File: src/design/rv_pkg.sv
`default_nettype none

package rv_pkg;

    // data and instruction widths
    localparam int XLEN       = 32;
    localparam int ILEN       = 32;
    localparam int REG_ADDR_W = 5;

    // major opcode field, instr[6:0]
    typedef enum logic [6:0] {
        OPC_OP_IMM = 7'b0010011,
        OPC_OP     = 7'b0110011,
        OPC_LUI    = 7'b0110111
    } rv_opcode_e;

    typedef enum logic [3:0] {
        ALU_ADD  = 4'd0,
        ALU_SUB  = 4'd1,
        ALU_SLT  = 4'd2,
        ALU_SLTU = 4'd3,
        ALU_XOR  = 4'd4,
        ALU_OR   = 4'd5,
        ALU_AND  = 4'd6,
        ALU_SLL  = 4'd7,
        ALU_SRL  = 4'd8,
        ALU_SRA  = 4'd9,
        ALU_LUI  = 4'd10
    } rv_alu_op_e;

    // shifts leave EX_RUN for the serial shifter
    typedef enum logic [0:0] {
        EX_RUN   = 1'b0,
        EX_SHIFT = 1'b1
    } rv_exec_state_e;

endpackage

`default_nettype wire

File: src/design/rv_core.sv
`timescale 1ns/10ps
`default_nettype none

module rv_core
#(
    parameter int           IADDR_SPACE_BITS    = 16,
    parameter logic [31:0]  RESET_ADDR          = 32'h0000_0000,
    parameter int           INSTR_BUF_ADDR_SIZE = 2  // depth is 2**N words
)
(
    input  wire                           i_clk,
    input  wire                           i_rst_n,
    input  wire                           i_instr_ack,
    input  wire [rv_pkg::ILEN-1:0]        i_instr_data,
    output wire                           o_instr_req,
    output wire [IADDR_SPACE_BITS-1:1]    o_instr_addr,
    output wire                           o_wb_valid,
    output wire [rv_pkg::REG_ADDR_W-1:0]  o_wb_rd,
    output wire [rv_pkg::XLEN-1:0]        o_wb_data,
    output wire                           o_inv_inst
);

    wire                          buf_full;
    wire                          buf_valid;
    wire [rv_pkg::ILEN-1:0]       buf_data;
    wire                          push;
    wire                          pop;
    wire                          rf_we;
    wire [rv_pkg::REG_ADDR_W-1:0] rs1;
    wire [rv_pkg::REG_ADDR_W-1:0] rs2;
    wire [rv_pkg::REG_ADDR_W-1:0] rf_rd;
    wire [rv_pkg::XLEN-1:0]       rf_wdata;
    wire [rv_pkg::XLEN-1:0]       rdata1;
    wire [rv_pkg::XLEN-1:0]       rdata2;

    rv_fetch #(
        .IADDR_SPACE_BITS   (IADDR_SPACE_BITS),
        .RESET_ADDR         (RESET_ADDR)
    ) u_fetch (
        .i_clk          (i_clk),
        .i_rst_n        (i_rst_n),
        .i_buf_full     (buf_full),
        .i_instr_ack    (i_instr_ack),
        .o_instr_req    (o_instr_req),
        .o_instr_addr   (o_instr_addr),
        .o_push         (push)
    );

    rv_instr_buf #(
        .INSTR_BUF_ADDR_SIZE(INSTR_BUF_ADDR_SIZE)
    ) u_instr_buf (
        .i_clk      (i_clk),
        .i_rst_n    (i_rst_n),
        .i_push     (push),
        .i_pop      (pop),
        .i_data     (i_instr_data),
        .o_data     (buf_data),
        .o_full     (buf_full),
        .o_valid    (buf_valid)
    );

    rv_exec u_exec (
        .i_clk      (i_clk),
        .i_rst_n    (i_rst_n),
        .i_valid    (buf_valid),
        .i_instr    (buf_data),
        .i_rdata1   (rdata1),
        .i_rdata2   (rdata2),
        .o_pop      (pop),
        .o_rf_we    (rf_we),
        .o_rs1      (rs1),
        .o_rs2      (rs2),
        .o_rf_rd    (rf_rd),
        .o_rf_wdata (rf_wdata),
        .o_wb_valid (o_wb_valid),
        .o_wb_rd    (o_wb_rd),
        .o_wb_data  (o_wb_data),
        .o_inv_inst (o_inv_inst)
    );

    rv_regs u_regs (
        .i_clk      (i_clk),
        .i_rst_n    (i_rst_n),
        .i_we       (rf_we),
        .i_rs1      (rs1),
        .i_rs2      (rs2),
        .i_rd       (rf_rd),
        .i_wdata    (rf_wdata),
        .o_rdata1   (rdata1),
        .o_rdata2   (rdata2)
    );

endmodule

`default_nettype wire

File: src/design/rv_exec.sv
`timescale 1ns/10ps
`default_nettype none

module rv_exec
(
    input  wire                           i_clk,
    input  wire                           i_rst_n,
    input  wire                           i_valid,
    input  wire [rv_pkg::ILEN-1:0]        i_instr,
    input  wire [rv_pkg::XLEN-1:0]        i_rdata1,
    input  wire [rv_pkg::XLEN-1:0]        i_rdata2,
    output logic                          o_pop,
    output logic                          o_rf_we,
    output logic [rv_pkg::REG_ADDR_W-1:0] o_rs1,
    output logic [rv_pkg::REG_ADDR_W-1:0] o_rs2,
    output logic [rv_pkg::REG_ADDR_W-1:0] o_rf_rd,
    output logic [rv_pkg::XLEN-1:0]       o_rf_wdata,
    output logic                          o_wb_valid,
    output logic [rv_pkg::REG_ADDR_W-1:0] o_wb_rd,
    output logic [rv_pkg::XLEN-1:0]       o_wb_data,
    output logic                          o_inv_inst
);

    rv_pkg::rv_opcode_e     opcode;
    rv_pkg::rv_alu_op_e     alu_op;
    rv_pkg::rv_exec_state_e state_q;
    logic [2:0]             funct3;
    logic [6:0]             funct7;
    logic                   is_reg_op;
    logic                   supported;
    logic                   is_shift;
    logic [rv_pkg::XLEN-1:0] imm_i;
    logic [rv_pkg::XLEN-1:0] op2;
    logic [rv_pkg::XLEN-1:0] alu_res;
    logic [rv_pkg::XLEN-1:0] sh_data_q;
    logic [4:0]             sh_cnt_q;

    assign opcode    = rv_pkg::rv_opcode_e'(i_instr[6:0]);
    assign funct3    = i_instr[14:12];
    assign funct7    = i_instr[31:25];
    assign o_rs1     = i_instr[19:15];
    assign o_rs2     = i_instr[24:20];
    assign o_rf_rd   = i_instr[11:7];
    assign is_reg_op = (opcode == rv_pkg::OPC_OP);
    assign imm_i     = {{(rv_pkg::XLEN-12){i_instr[31]}}, i_instr[31:20]};
    assign op2       = is_reg_op ? i_rdata2 : imm_i;

    always_comb begin
        alu_op    = rv_pkg::ALU_ADD;
        supported = 1'b1;
        case (opcode)
            rv_pkg::OPC_LUI: alu_op = rv_pkg::ALU_LUI;
            rv_pkg::OPC_OP, rv_pkg::OPC_OP_IMM: begin
                case (funct3)
                    3'd0: alu_op = (is_reg_op && funct7[5]) ? rv_pkg::ALU_SUB : rv_pkg::ALU_ADD;
                    3'd1: alu_op = rv_pkg::ALU_SLL;
                    3'd2: alu_op = rv_pkg::ALU_SLT;
                    3'd3: alu_op = rv_pkg::ALU_SLTU;
                    3'd4: alu_op = rv_pkg::ALU_XOR;
                    3'd5: alu_op = funct7[5] ? rv_pkg::ALU_SRA : rv_pkg::ALU_SRL;
                    3'd6: alu_op = rv_pkg::ALU_OR;
                    default: alu_op = rv_pkg::ALU_AND;
                endcase
                // funct7 must be 0, or 0100000 for sub/sra
                if (is_reg_op || funct3 == 3'd1 || funct3 == 3'd5) begin
                    supported = (funct7 == 7'b0000000) ||
                                (funct7 == 7'b0100000 &&
                                 (funct3 == 3'd5 || (is_reg_op && funct3 == 3'd0)));
                end
            end
            default: supported = 1'b0;
        endcase
    end

    assign is_shift = supported && (alu_op == rv_pkg::ALU_SLL ||
                                     alu_op == rv_pkg::ALU_SRL ||
                                     alu_op == rv_pkg::ALU_SRA);

    always_comb begin
        case (alu_op)
            rv_pkg::ALU_ADD:  alu_res = i_rdata1 + op2;
            rv_pkg::ALU_SUB:  alu_res = i_rdata1 - op2;
            rv_pkg::ALU_SLT:  alu_res = {{(rv_pkg::XLEN-1){1'b0}}, $signed(i_rdata1) < $signed(op2)};
            rv_pkg::ALU_SLTU: alu_res = {{(rv_pkg::XLEN-1){1'b0}}, i_rdata1 < op2};
            rv_pkg::ALU_XOR:  alu_res = i_rdata1 ^ op2;
            rv_pkg::ALU_OR:   alu_res = i_rdata1 | op2;
            rv_pkg::ALU_AND:  alu_res = i_rdata1 & op2;
            rv_pkg::ALU_LUI:  alu_res = {i_instr[31:12], 12'b0};
            default:          alu_res = sh_data_q;
        endcase
    end

    // serial shifter, one bit per cycle in EX_SHIFT
    always_ff @(posedge i_clk or negedge i_rst_n) begin
        if (!i_rst_n) begin
            state_q  <= rv_pkg::EX_RUN;
            sh_cnt_q <= '0;
        end else if (state_q == rv_pkg::EX_RUN) begin
            if (i_valid && is_shift) begin
                state_q  <= rv_pkg::EX_SHIFT;
                sh_cnt_q <= op2[4:0];
            end
        end else if (sh_cnt_q != '0) begin
            sh_cnt_q <= sh_cnt_q - 1'b1;
        end else begin
            state_q <= rv_pkg::EX_RUN;
        end
    end

    always_ff @(posedge i_clk) begin
        if (state_q == rv_pkg::EX_RUN) begin
            sh_data_q <= i_rdata1;
        end else if (sh_cnt_q != '0) begin
            case (alu_op)
                rv_pkg::ALU_SLL: sh_data_q <= {sh_data_q[rv_pkg::XLEN-2:0], 1'b0};
                rv_pkg::ALU_SRA: sh_data_q <= {sh_data_q[rv_pkg::XLEN-1],
                                               sh_data_q[rv_pkg::XLEN-1:1]};
                default:         sh_data_q <= {1'b0, sh_data_q[rv_pkg::XLEN-1:1]};
            endcase
        end
    end

    // head word is stable until popped, so decode stays valid during a shift
    assign o_pop = i_valid && ((state_q == rv_pkg::EX_RUN && !is_shift) ||
                               (state_q == rv_pkg::EX_SHIFT && sh_cnt_q == '0));
    assign o_rf_we    = o_pop && supported;
    assign o_rf_wdata = alu_res;

    always_ff @(posedge i_clk or negedge i_rst_n) begin
        if (!i_rst_n) begin
            o_wb_valid <= 1'b0;
            o_inv_inst <= 1'b0;
        end else begin
            o_wb_valid <= o_rf_we && (o_rf_rd != '0);
            o_inv_inst <= o_pop && !supported;
        end
    end

    always_ff @(posedge i_clk) begin
        if (o_rf_we) begin
            o_wb_rd   <= o_rf_rd;
            o_wb_data <= o_rf_wdata;
        end
    end

    // buffer keeps the shifting word at its head
    a_shift_valid: assert property (
        @(posedge i_clk) disable iff (!i_rst_n)
        state_q == rv_pkg::EX_SHIFT |-> i_valid
    );

    a_shift_hold: assert property (
        @(posedge i_clk) disable iff (!i_rst_n)
        state_q == rv_pkg::EX_SHIFT |-> $stable(i_instr)
    );

endmodule

`default_nettype wire

File: src/design/rv_fetch.sv
`timescale 1ns/10ps
`default_nettype none

module rv_fetch
#(
    parameter int           IADDR_SPACE_BITS = 16,
    parameter logic [31:0]  RESET_ADDR       = 32'h0000_0000
)
(
    input  wire                         i_clk,
    input  wire                         i_rst_n,
    input  wire                         i_buf_full,
    input  wire                         i_instr_ack,
    output logic                        o_instr_req,
    output logic [IADDR_SPACE_BITS-1:1] o_instr_addr,
    output logic                        o_push
);

    logic                        run_q;
    logic [IADDR_SPACE_BITS-1:1] addr_q;

    // goes high one clock after reset release
    always_ff @(posedge i_clk or negedge i_rst_n) begin
        if (!i_rst_n) begin
            run_q <= 1'b0;
        end else begin
            run_q <= 1'b1;
        end
    end

    // full only rises on a push, so req cannot drop mid-request
    assign o_instr_req = run_q & ~i_buf_full;
    assign o_push      = o_instr_req & i_instr_ack;

    always_ff @(posedge i_clk or negedge i_rst_n) begin
        if (!i_rst_n) begin
            addr_q <= RESET_ADDR[IADDR_SPACE_BITS-1:1];
        end else if (o_push) begin
            // one word is two halfwords
            addr_q <= addr_q + (IADDR_SPACE_BITS-1)'(2);
        end
    end

    assign o_instr_addr = addr_q;

    // pending request keeps its address until acked
    a_req_hold: assert property (
        @(posedge i_clk) disable iff (!i_rst_n)
        o_instr_req && !i_instr_ack |=> o_instr_req && $stable(o_instr_addr)
    );

endmodule

`default_nettype wire

File: src/design/rv_instr_buf.sv
`timescale 1ns/10ps
`default_nettype none

module rv_instr_buf
#(
    parameter int INSTR_BUF_ADDR_SIZE = 2
)
(
    input  wire                     i_clk,
    input  wire                     i_rst_n,
    input  wire                     i_push,
    input  wire                     i_pop,
    input  wire [rv_pkg::ILEN-1:0]  i_data,
    output logic [rv_pkg::ILEN-1:0] o_data,
    output logic                    o_full,
    output logic                    o_valid
);

    localparam logic [INSTR_BUF_ADDR_SIZE:0] DEPTH = 1 << INSTR_BUF_ADDR_SIZE;

    logic [rv_pkg::ILEN-1:0]        mem [0:(1<<INSTR_BUF_ADDR_SIZE)-1];
    logic [INSTR_BUF_ADDR_SIZE-1:0] wr_ptr;
    logic [INSTR_BUF_ADDR_SIZE-1:0] rd_ptr;
    logic [INSTR_BUF_ADDR_SIZE:0]   count;
    logic [INSTR_BUF_ADDR_SIZE:0]   count_next;

    always_comb begin
        case ({i_push, i_pop})
            2'b10:   count_next = count + 1'b1;
            2'b01:   count_next = count - 1'b1;
            default: count_next = count;
        endcase
    end

    always_ff @(posedge i_clk or negedge i_rst_n) begin
        if (!i_rst_n) begin
            wr_ptr <= '0;
            rd_ptr <= '0;
            count  <= '0;
            o_full <= 1'b0;
        end else begin
            if (i_push) begin
                wr_ptr <= wr_ptr + 1'b1;
            end
            if (i_pop) begin
                rd_ptr <= rd_ptr + 1'b1;
            end
            count  <= count_next;
            o_full <= (count_next == DEPTH);
        end
    end

    always_ff @(posedge i_clk) begin
        if (i_push) begin
            mem[wr_ptr] <= i_data;
        end
    end

    // head word, visible the cycle after its push
    assign o_data  = mem[rd_ptr];
    assign o_valid = (count != '0);

    a_no_overflow: assert property (
        @(posedge i_clk) disable iff (!i_rst_n) i_push |-> !o_full
    );

    a_no_underflow: assert property (
        @(posedge i_clk) disable iff (!i_rst_n) i_pop |-> o_valid
    );

endmodule

`default_nettype wire

File: src/design/rv_regs.sv
`timescale 1ns/10ps
`default_nettype none

module rv_regs
(
    input  wire                          i_clk,
    input  wire                          i_rst_n,
    input  wire                          i_we,
    input  wire [rv_pkg::REG_ADDR_W-1:0] i_rs1,
    input  wire [rv_pkg::REG_ADDR_W-1:0] i_rs2,
    input  wire [rv_pkg::REG_ADDR_W-1:0] i_rd,
    input  wire [rv_pkg::XLEN-1:0]       i_wdata,
    output logic [rv_pkg::XLEN-1:0]      o_rdata1,
    output logic [rv_pkg::XLEN-1:0]      o_rdata2
);

    // x0 has no storage
    logic [rv_pkg::XLEN-1:0] regs [1:31];

    always_ff @(posedge i_clk or negedge i_rst_n) begin
        if (!i_rst_n) begin
            for (int i = 1; i < 32; i++) begin
                regs[i] <= '0;
            end
        end else if (i_we && i_rd != '0) begin
            regs[i_rd] <= i_wdata;
        end
    end

    // combinational read, written value seen after the edge
    always_comb begin
        if (i_rs1 == '0) begin
            o_rdata1 = '0;
        end else begin
            o_rdata1 = regs[i_rs1];
        end
        if (i_rs2 == '0) begin
            o_rdata2 = '0;
        end else begin
            o_rdata2 = regs[i_rs2];
        end
    end

endmodule

`default_nettype wire

File: config.mk
export PLATFORM = sky130hd
export DESIGN_NAME = rv_core
export DESIGN_NICKNAME = d
export VERILOG_FILES = /design/src/design/rv_pkg.sv /design/src/design/rv_core.sv /design/src/design/rv_exec.sv /design/src/design/rv_fetch.sv /design/src/design/rv_instr_buf.sv /design/src/design/rv_regs.sv
export SDC_FILE = /design/constraint.sdc
export NUM_CORES = 2
export LEC_CHECK = 0
export ABC_AREA = 1
export BUFFER_PORTS_ARGS = -buffer_cell sky130_fd_sc_hd__buf_4
export CAP_MARGIN = 20
export CORE_MARGIN = 2
export CORE_UTILIZATION = 50
export CTS_CLUSTER_DIAMETER = 150
export DETAILED_ROUTE_END_ITERATION = 8
export PLACE_DENSITY = 0.66
export SLEW_MARGIN = 25
export SYNTH_ARGS = -nofsm -noshare
export SYNTH_HDL_FRONTEND = slang
export SYNTH_HIERARCHICAL = 1
export SYNTH_SLANG_ARGS = --single-unit
File: constraint.sdc
create_clock -name i_clk -period 11.3 [get_ports i_clk]
set_input_delay 0.565 -clock i_clk [delete_from_list [all_inputs] [get_ports i_clk]]
set_output_delay 0.565 -clock i_clk [all_outputs]
set_load 0.005 [all_outputs]
# [Word level (Yosys, flattened, before mapping)]
# Memory sizes are Yosys's and may differ from the RTL's.
# Index checks and enable logic that the tools add are counted.
[classes] n_lt_le_gt_ge=6 eq_ne=25 n_bitwise=10 n_addsub=8 reduce_logical=34 muxes=31
[ops] op="bitwise mux 992 bit" n=1
[ops] op="binary-select mux 32 bit (select 5 bit)" n=2
[ops] op="2-to-1 mux 32 bit" n=10
[ops] op="case mux 32 bit (8 select lines)" n=1
[ops] op="demux 32 bit (select 5 bit)" n=1
[ops] op="< comparator 32 bit" n=2
[ops] op="case mux 32 bit (2 select lines)" n=1
[ops] op="adder 32 bit" n=1
[ops] op="AND 32 bit" n=1
[ops] op="bitwise OR 32 bit" n=1
[ops] op="subtractor 32 bit" n=1
[ops] op="bitwise XOR 32 bit" n=1
[ops] op="case mux 4 bit (7 select lines)" n=1
[ops] op="== test 7 x 6 -> 1 bit (second input constant)" n=3
[ops] op="greater-or-equal comparator 6 bit (second input constant)" n=3
[ops] op="NOT 5 -> 6 bit" n=3
[ops] op="== test 4 x 3 -> 1 bit (second input constant)" n=4
[ops] op="adder 15 x 2 -> 15 bit (second input constant)" n=1
[ops] op="logical NOT 5 bit" n=3
[ops] op="2-to-1 mux 5 bit" n=3
[ops] op="== test 3 bit (second input constant)" n=4
[ops] op="== test 4 bit (second input constant)" n=3
[ops] op="logical AND 1 bit" n=12
[ops] op="nonzero test 5 bit" n=2
[ops] op="28 further kinds" n=49
[word_totals] word_cells=160 out_inout_bits=55 inputBits=35 mem_count=1 register_bits=1093 mem_bits_rw=128
[memory_table] memory="u_instr_buf.mem" words=4 word_bits=32 rd=1 rd_ports_with_merged_regs=0 write_ports=1 line="rv_instr_buf.sv:21" text="logic [rv_pkg::ILEN-1:0] mem [0:(1<<INSTR_BUF_ADDR_SIZE)-1];"

# [Longest topological paths before layout]
# An unclocked memory read counts as a cell.
[depth] ltp_word=17 ltp_mapped=41 mapped_depth_nobuf=35

# [Cells and area by module]
# Netlist, hierarchy kept.
[by_module_without_submodules] module="rv_regs" instances=1 area_per_inst_um2=58368.5 seq_area_each_um2=24823.8 cells_each=9221
[by_module_without_submodules] module="rv_exec" instances=1 area_per_inst_um2=10566.4 seq_area_each_um2=2272.2 cells_each=1736
[by_module_without_submodules] module="rv_instr_buf" instances=1 area_per_inst_um2=5242.5 seq_area_each_um2=4043.9 cells_each=361
[by_module_without_submodules] module="rv_fetch" instances=1 area_per_inst_um2=792.0 seq_area_each_um2=375.4 cells_each=95

# [Worst setup path after synthesis]
# OpenSTA, ideal clock, no wires.
[synth_path] kind="register to register" start="reg u_instr_buf.rd_ptr[0]" end="reg u_regs/regs[630] (netlist name)" path_stages_with_launch=38 t_arrival_ns=4.812 setup_slack_ns=6.354 synth_period_minus_slack_ns=4.946 n_path_buf=7 path_cell_list="dfrtp_1 > inv_2 > buf_6 > nor2_1 > o22ai_1 > buf_4 > buf_2 > buf_2 > buf_2 > buf_1 > nand2_1 > nand3_1 > nand3_1 > nand3_1 > nand3_1 > nand2_1 > inv_1 > o21ai_0 > (+2 left out) > fa_1 > inv_1 > nand3_1 > nand2_1 > nand2_1 > nand2_1 > nand2_1 > nand3_1 > nand2_1 > nand2_1 > nand2_1 > nand3_1 > nand2_1 > inv_1 > nand3_1 > inv_1 > clkbuf_1 > o21ai_0"
[synth_rtl] item="start: declaration" line="rv_instr_buf.sv:23" text="logic [INSTR_BUF_ADDR_SIZE-1:0] rd_ptr;"
[synth_rtl] item="start signal: assignment" line="rv_instr_buf.sv:46" text="rd_ptr <= rd_ptr + 1'b1;"
[synth_rtl] item="memory (4 x 32 bit) (*)"
[synth_rtl] item="net buf_data, one bit" line="rv_core.sv:25" text="wire [rv_pkg::ILEN-1:0] buf_data;"
[synth_rtl] item="NOT 5 -> 6 bit (implied by the code)" line="rv_regs.sv:40" text="o_rdata2 = regs[i_rs2];"
[synth_rtl] item="binary-select mux 32 bit (select 5 bit)" line="rv_regs.sv:40"
[synth_rtl] item="2-to-1 mux 32 bit (implied by the code) (2 in a row)" line="rv_regs.sv:40"
[synth_rtl] item="2-to-1 mux 32 bit (*)" line="rv_regs.sv:37" text="if (i_rs2 == '0) begin"
[synth_rtl] item="net rdata2, one bit" line="rv_core.sv:34" text="wire [rv_pkg::XLEN-1:0] rdata2;"
[synth_rtl] item="2-to-1 mux 32 bit (*)" line="rv_exec.sv:46" text="assign op2 = is_reg_op ? i_rdata2 : imm_i;"
[synth_rtl] item="subtractor 32 bit / adder 32 bit (equally long branches)" line="rv_exec.sv:82, rv_exec.sv:81"
[synth_rtl] item="case mux 32 bit (8 select lines) (*)" line="rv_exec.sv:80" text="case (alu_op)"
[synth_rtl] item="net rf_wdata, one bit" line="rv_core.sv:32" text="wire [rv_pkg::XLEN-1:0] rf_wdata;"
[synth_rtl] item="bitwise mux 992 bit (*)" line="rv_regs.sv:26" text="regs[i_rd] <= i_wdata;"
[synth_rtl] item="end signal: indexed assignment" line="rv_regs.sv:26"
[synth_rtl] item="end: declaration" line="rv_regs.sv:18" text="logic [rv_pkg::XLEN-1:0] regs [1:31];"
# The timed path passes the listed nets; every way through them passes the cells marked *. The select of a mux whose other input is x is not followed.
# A chain may end at the register's enable or synchronous reset.

# [Worst setup path after layout]
[layout_path] start="reg u_instr_buf.rd_ptr[0]" end="reg u_regs/regs[945] (netlist name)"
# Same word-level chain as after synthesis.

==> flow_summary.yaml <==
clocking:
  insertion_delay_ns: 0.79
  cts_buffer_depth: 3
  clk_pin_slew_ns: 0.06
  cts_resized: 0
  clock-sinks: 1220
  cts_buffers: 143
  cts_tree: "done"
  h-tree-depth: 4
  cts_root_buf: "clkbuf_16"
routing:
  first_pass_iters: 8
  viasPerCell: 5.763
  wl_per_cell_um: 23.76
  ant_nets: 0
  drc: 0
  vias: 76387
  finalWirelength_mm: 314.9
  dr.first_iter.drc_count: 10571
timing:
  fmax_mhz: 113.6
  skew_ns: 0.03301
  setup_tns_ns: 0
  period_minus_slack_ns: 8.801
  hold_viol: 0
  fin_crit_sh_pct: 77.88
  rsz0062_at_grt: "false"
  setup_viol: 0
  slew_violations: 0
  worst_pin_slew_ns: 1.163
  slew_headroom_pct: 21.64
run:
  cap_violations: 0
floorplanning:
  io_pins: 90
  coreArea_sq_um: 149400
  die_h_um: 391.2
  dieWidth_um: 391.2
  start_util_pct: 50.17
  die_area_sq_um: 153100
  rows: 142
placement:
  globalplace.congestion: 0.9939
  io_buffers: 88
  dp_hpwl_mm: 197.4
logic_synthesis:
  synth-seq-cells: 1220
  synth.area.top_cells: "dfrtp_1, nand2_1, nand3_1"
  synth_area_sq_um: 74970
  synthCells: 11413
  yosysWarnings: 6
  syn-mean-instance-area_sq_um: 6.569
  synth.largest_area_cell: "dfrtp_1"
  syn_nets: 11560
  synth_seq_area_share_pct: 42.04
  synth_top_area_share_pct: 34.15
  synth.distinct_cells: 51
critical_path:
  path_max_fanout: 63
  slowest_delay_ns: 0.75
  cpMostUsedCell: "nand2_1"
  arrival_ns: 9.41
  critPathSlowestCell: "o21ai_0"
  crit_path_end_kind: "flip-flop"
  start_kind: "flip-flop"
  required_ns: 11.91
  worst-setup-path-type: "flip-flop to flip-flop"
cells_and_area:
  mostFrequentLayoutCell: "nand2_1"
  multi_input_area_sq_um: 35630
  final_cell_mix: "nand2_1, nand3_1, inv_1"
  fill_cells: 14636
  area.growth.synth_to_final_pct: 9.430
  nNetsFinal: 11272
  regArea_sq_um: 31520
  drive_gt1_share_pct: 5.437
global_route:
  grt_pass1_wl_mm: 465.1
  grt_pass1_vias: 71501
  grt_start_max_net_pins: 158
  grt_usage_pct: 40.68
  overflow: 0
  grt_antenna_before_repair: 7
min_path:
  hp-class: "input pin to flip-flop"
status:
  status: "finished clean"
-- stage by stage --
stage | instances | hold slack (ns) | area [sq um] | utilization [%] | worst slack [ns]
2_1_floorplan | 11413 | 0.2694 | 74970 | - | 6.354
3_3_place_gp | 12968 | 0.4535 | 76980 | 51.52 | 2.507
3_5_place_dp | 12968 | 0.4581 | 76990 | 51.52 | 2.605
4_1_cts | 13253 | 0.01513 | 82030 | 54.90 | 2.554
5_1_grt | 13253 | 0.02205 | 82040 | 54.90 | 2.179
6_report | 13254 | 0.05940 | 82040 | 54.90 | 2.499
-- flip-flops by register name, indices dropped and copies added (netlist names) --
signal,flops
u_regs/regs,992
u_fetch/o_instr_addr,14
u_instr_buf/count,3
u_exec/o_wb_rd,5
u_exec/o_inv_inst,1
u_fetch/run_q,1
u_instr_buf/wr_ptr,2
u_exec/o_wb_data,32
u_exec/sh_data_q,32
u_exec/sh_cnt_q,5
u_instr_buf/rd_ptr,2
u_instr_buf/o_full,1
u_exec/state_q,1
u_exec/o_wb_valid,1
u_instr_buf/mem,128
-- cells in the mapped netlist, drive strengths merged --
master,number
nand2,5116
inv,1320
nand3,1291
dfrtp,1023
o21ai,847
clkbuf,464
a21oi,301
nor2,288
buf,272
edfxtp,197
ha,109
o22ai,53
nand4,33
xor2,32
nor3,23
o21bai,12
and2,5
nand3b,5
fa,3
nor4,3
xnor2,3
a22oi,2
clkinv,2
conb,2
o21a,2
and3,1
nor3b,1
o211ai,1
o31ai,1
or2,1
-- critical path, delay by kind of cell, from the launching register on --
family / cells / cell delay (ns)
compound gates: 4 / 1.55
fa+ha+maj: 1 / 0.45
buf+inv: 8 / 3.03
flops: 1 / 0.65
simple gates: 18 / 2.79
-- worst paths after layout --
check                                      startpoint                endpoint  slack (ns)  cells past startpoint
worst max-delay path            u_instr_buf/rd_ptr[0]        u_regs/regs[945]        2.50                     31
worst min-delay path                 i_instr_data[29]  u_instr_buf/mem[2][29]        0.06                      1
worst max register to register  u_instr_buf/rd_ptr[0]        u_regs/regs[945]        2.50                     31
worst min register to register       u_regs/regs[660]        u_regs/regs[660]        0.47                      2
max in group asynchronous                     i_rst_n        u_regs/regs[982]        7.94                      5
min in group asynchronous                     i_rst_n        u_regs/regs[712]        0.38                      2
-- cell families (layout without fill, tap and decap cells) --
group	count (synthesis)	in the layout	synth area share, %
flops	1220	1220	42.04
fa+ha+maj	112	112	1.899
compound gates	1219	1219	8.288
xor+xnor	35	35	0.4089
buf+inv	2058	1882	10.87
other cells	2	3	0.01002
simple gates	6767	6767	36.48
-- what timing repair did --
action / CTS / global route
setup buffers: 0 / 0
endpoints found under the hold margin: 180 / 0
hold buffers: 28 / 0
-- metal layers --
layer	vias to the layer above	part of all wire, %	global-route usage [%]
met5	-	0.018	0
met1	35726	39	53.99
met2	4731	43	61.38
li1	34823	-	-
met3	1097	10	7.375
met4	10	7.3	25.78
-- layout make-up --
| type | instances | area share [%] |
|---|---|---|
| multi-input cells | 8135 | 43.43 |
| flip-flops and latches | 1220 | 38.42 |
| inverters | 1322 | 6.091 |
| clock buffers | 221 | 5.253 |
| repair buffers | 303 | 3.177 |
| well taps | 2016 | 3.075 |
| clock inverters | 36 | 0.5521 |
| diodes | 1 | 0.003050 |
Power is not shown: default switching activity piles up to over one toggle a cycle in this logic, so the estimate is an artifact.
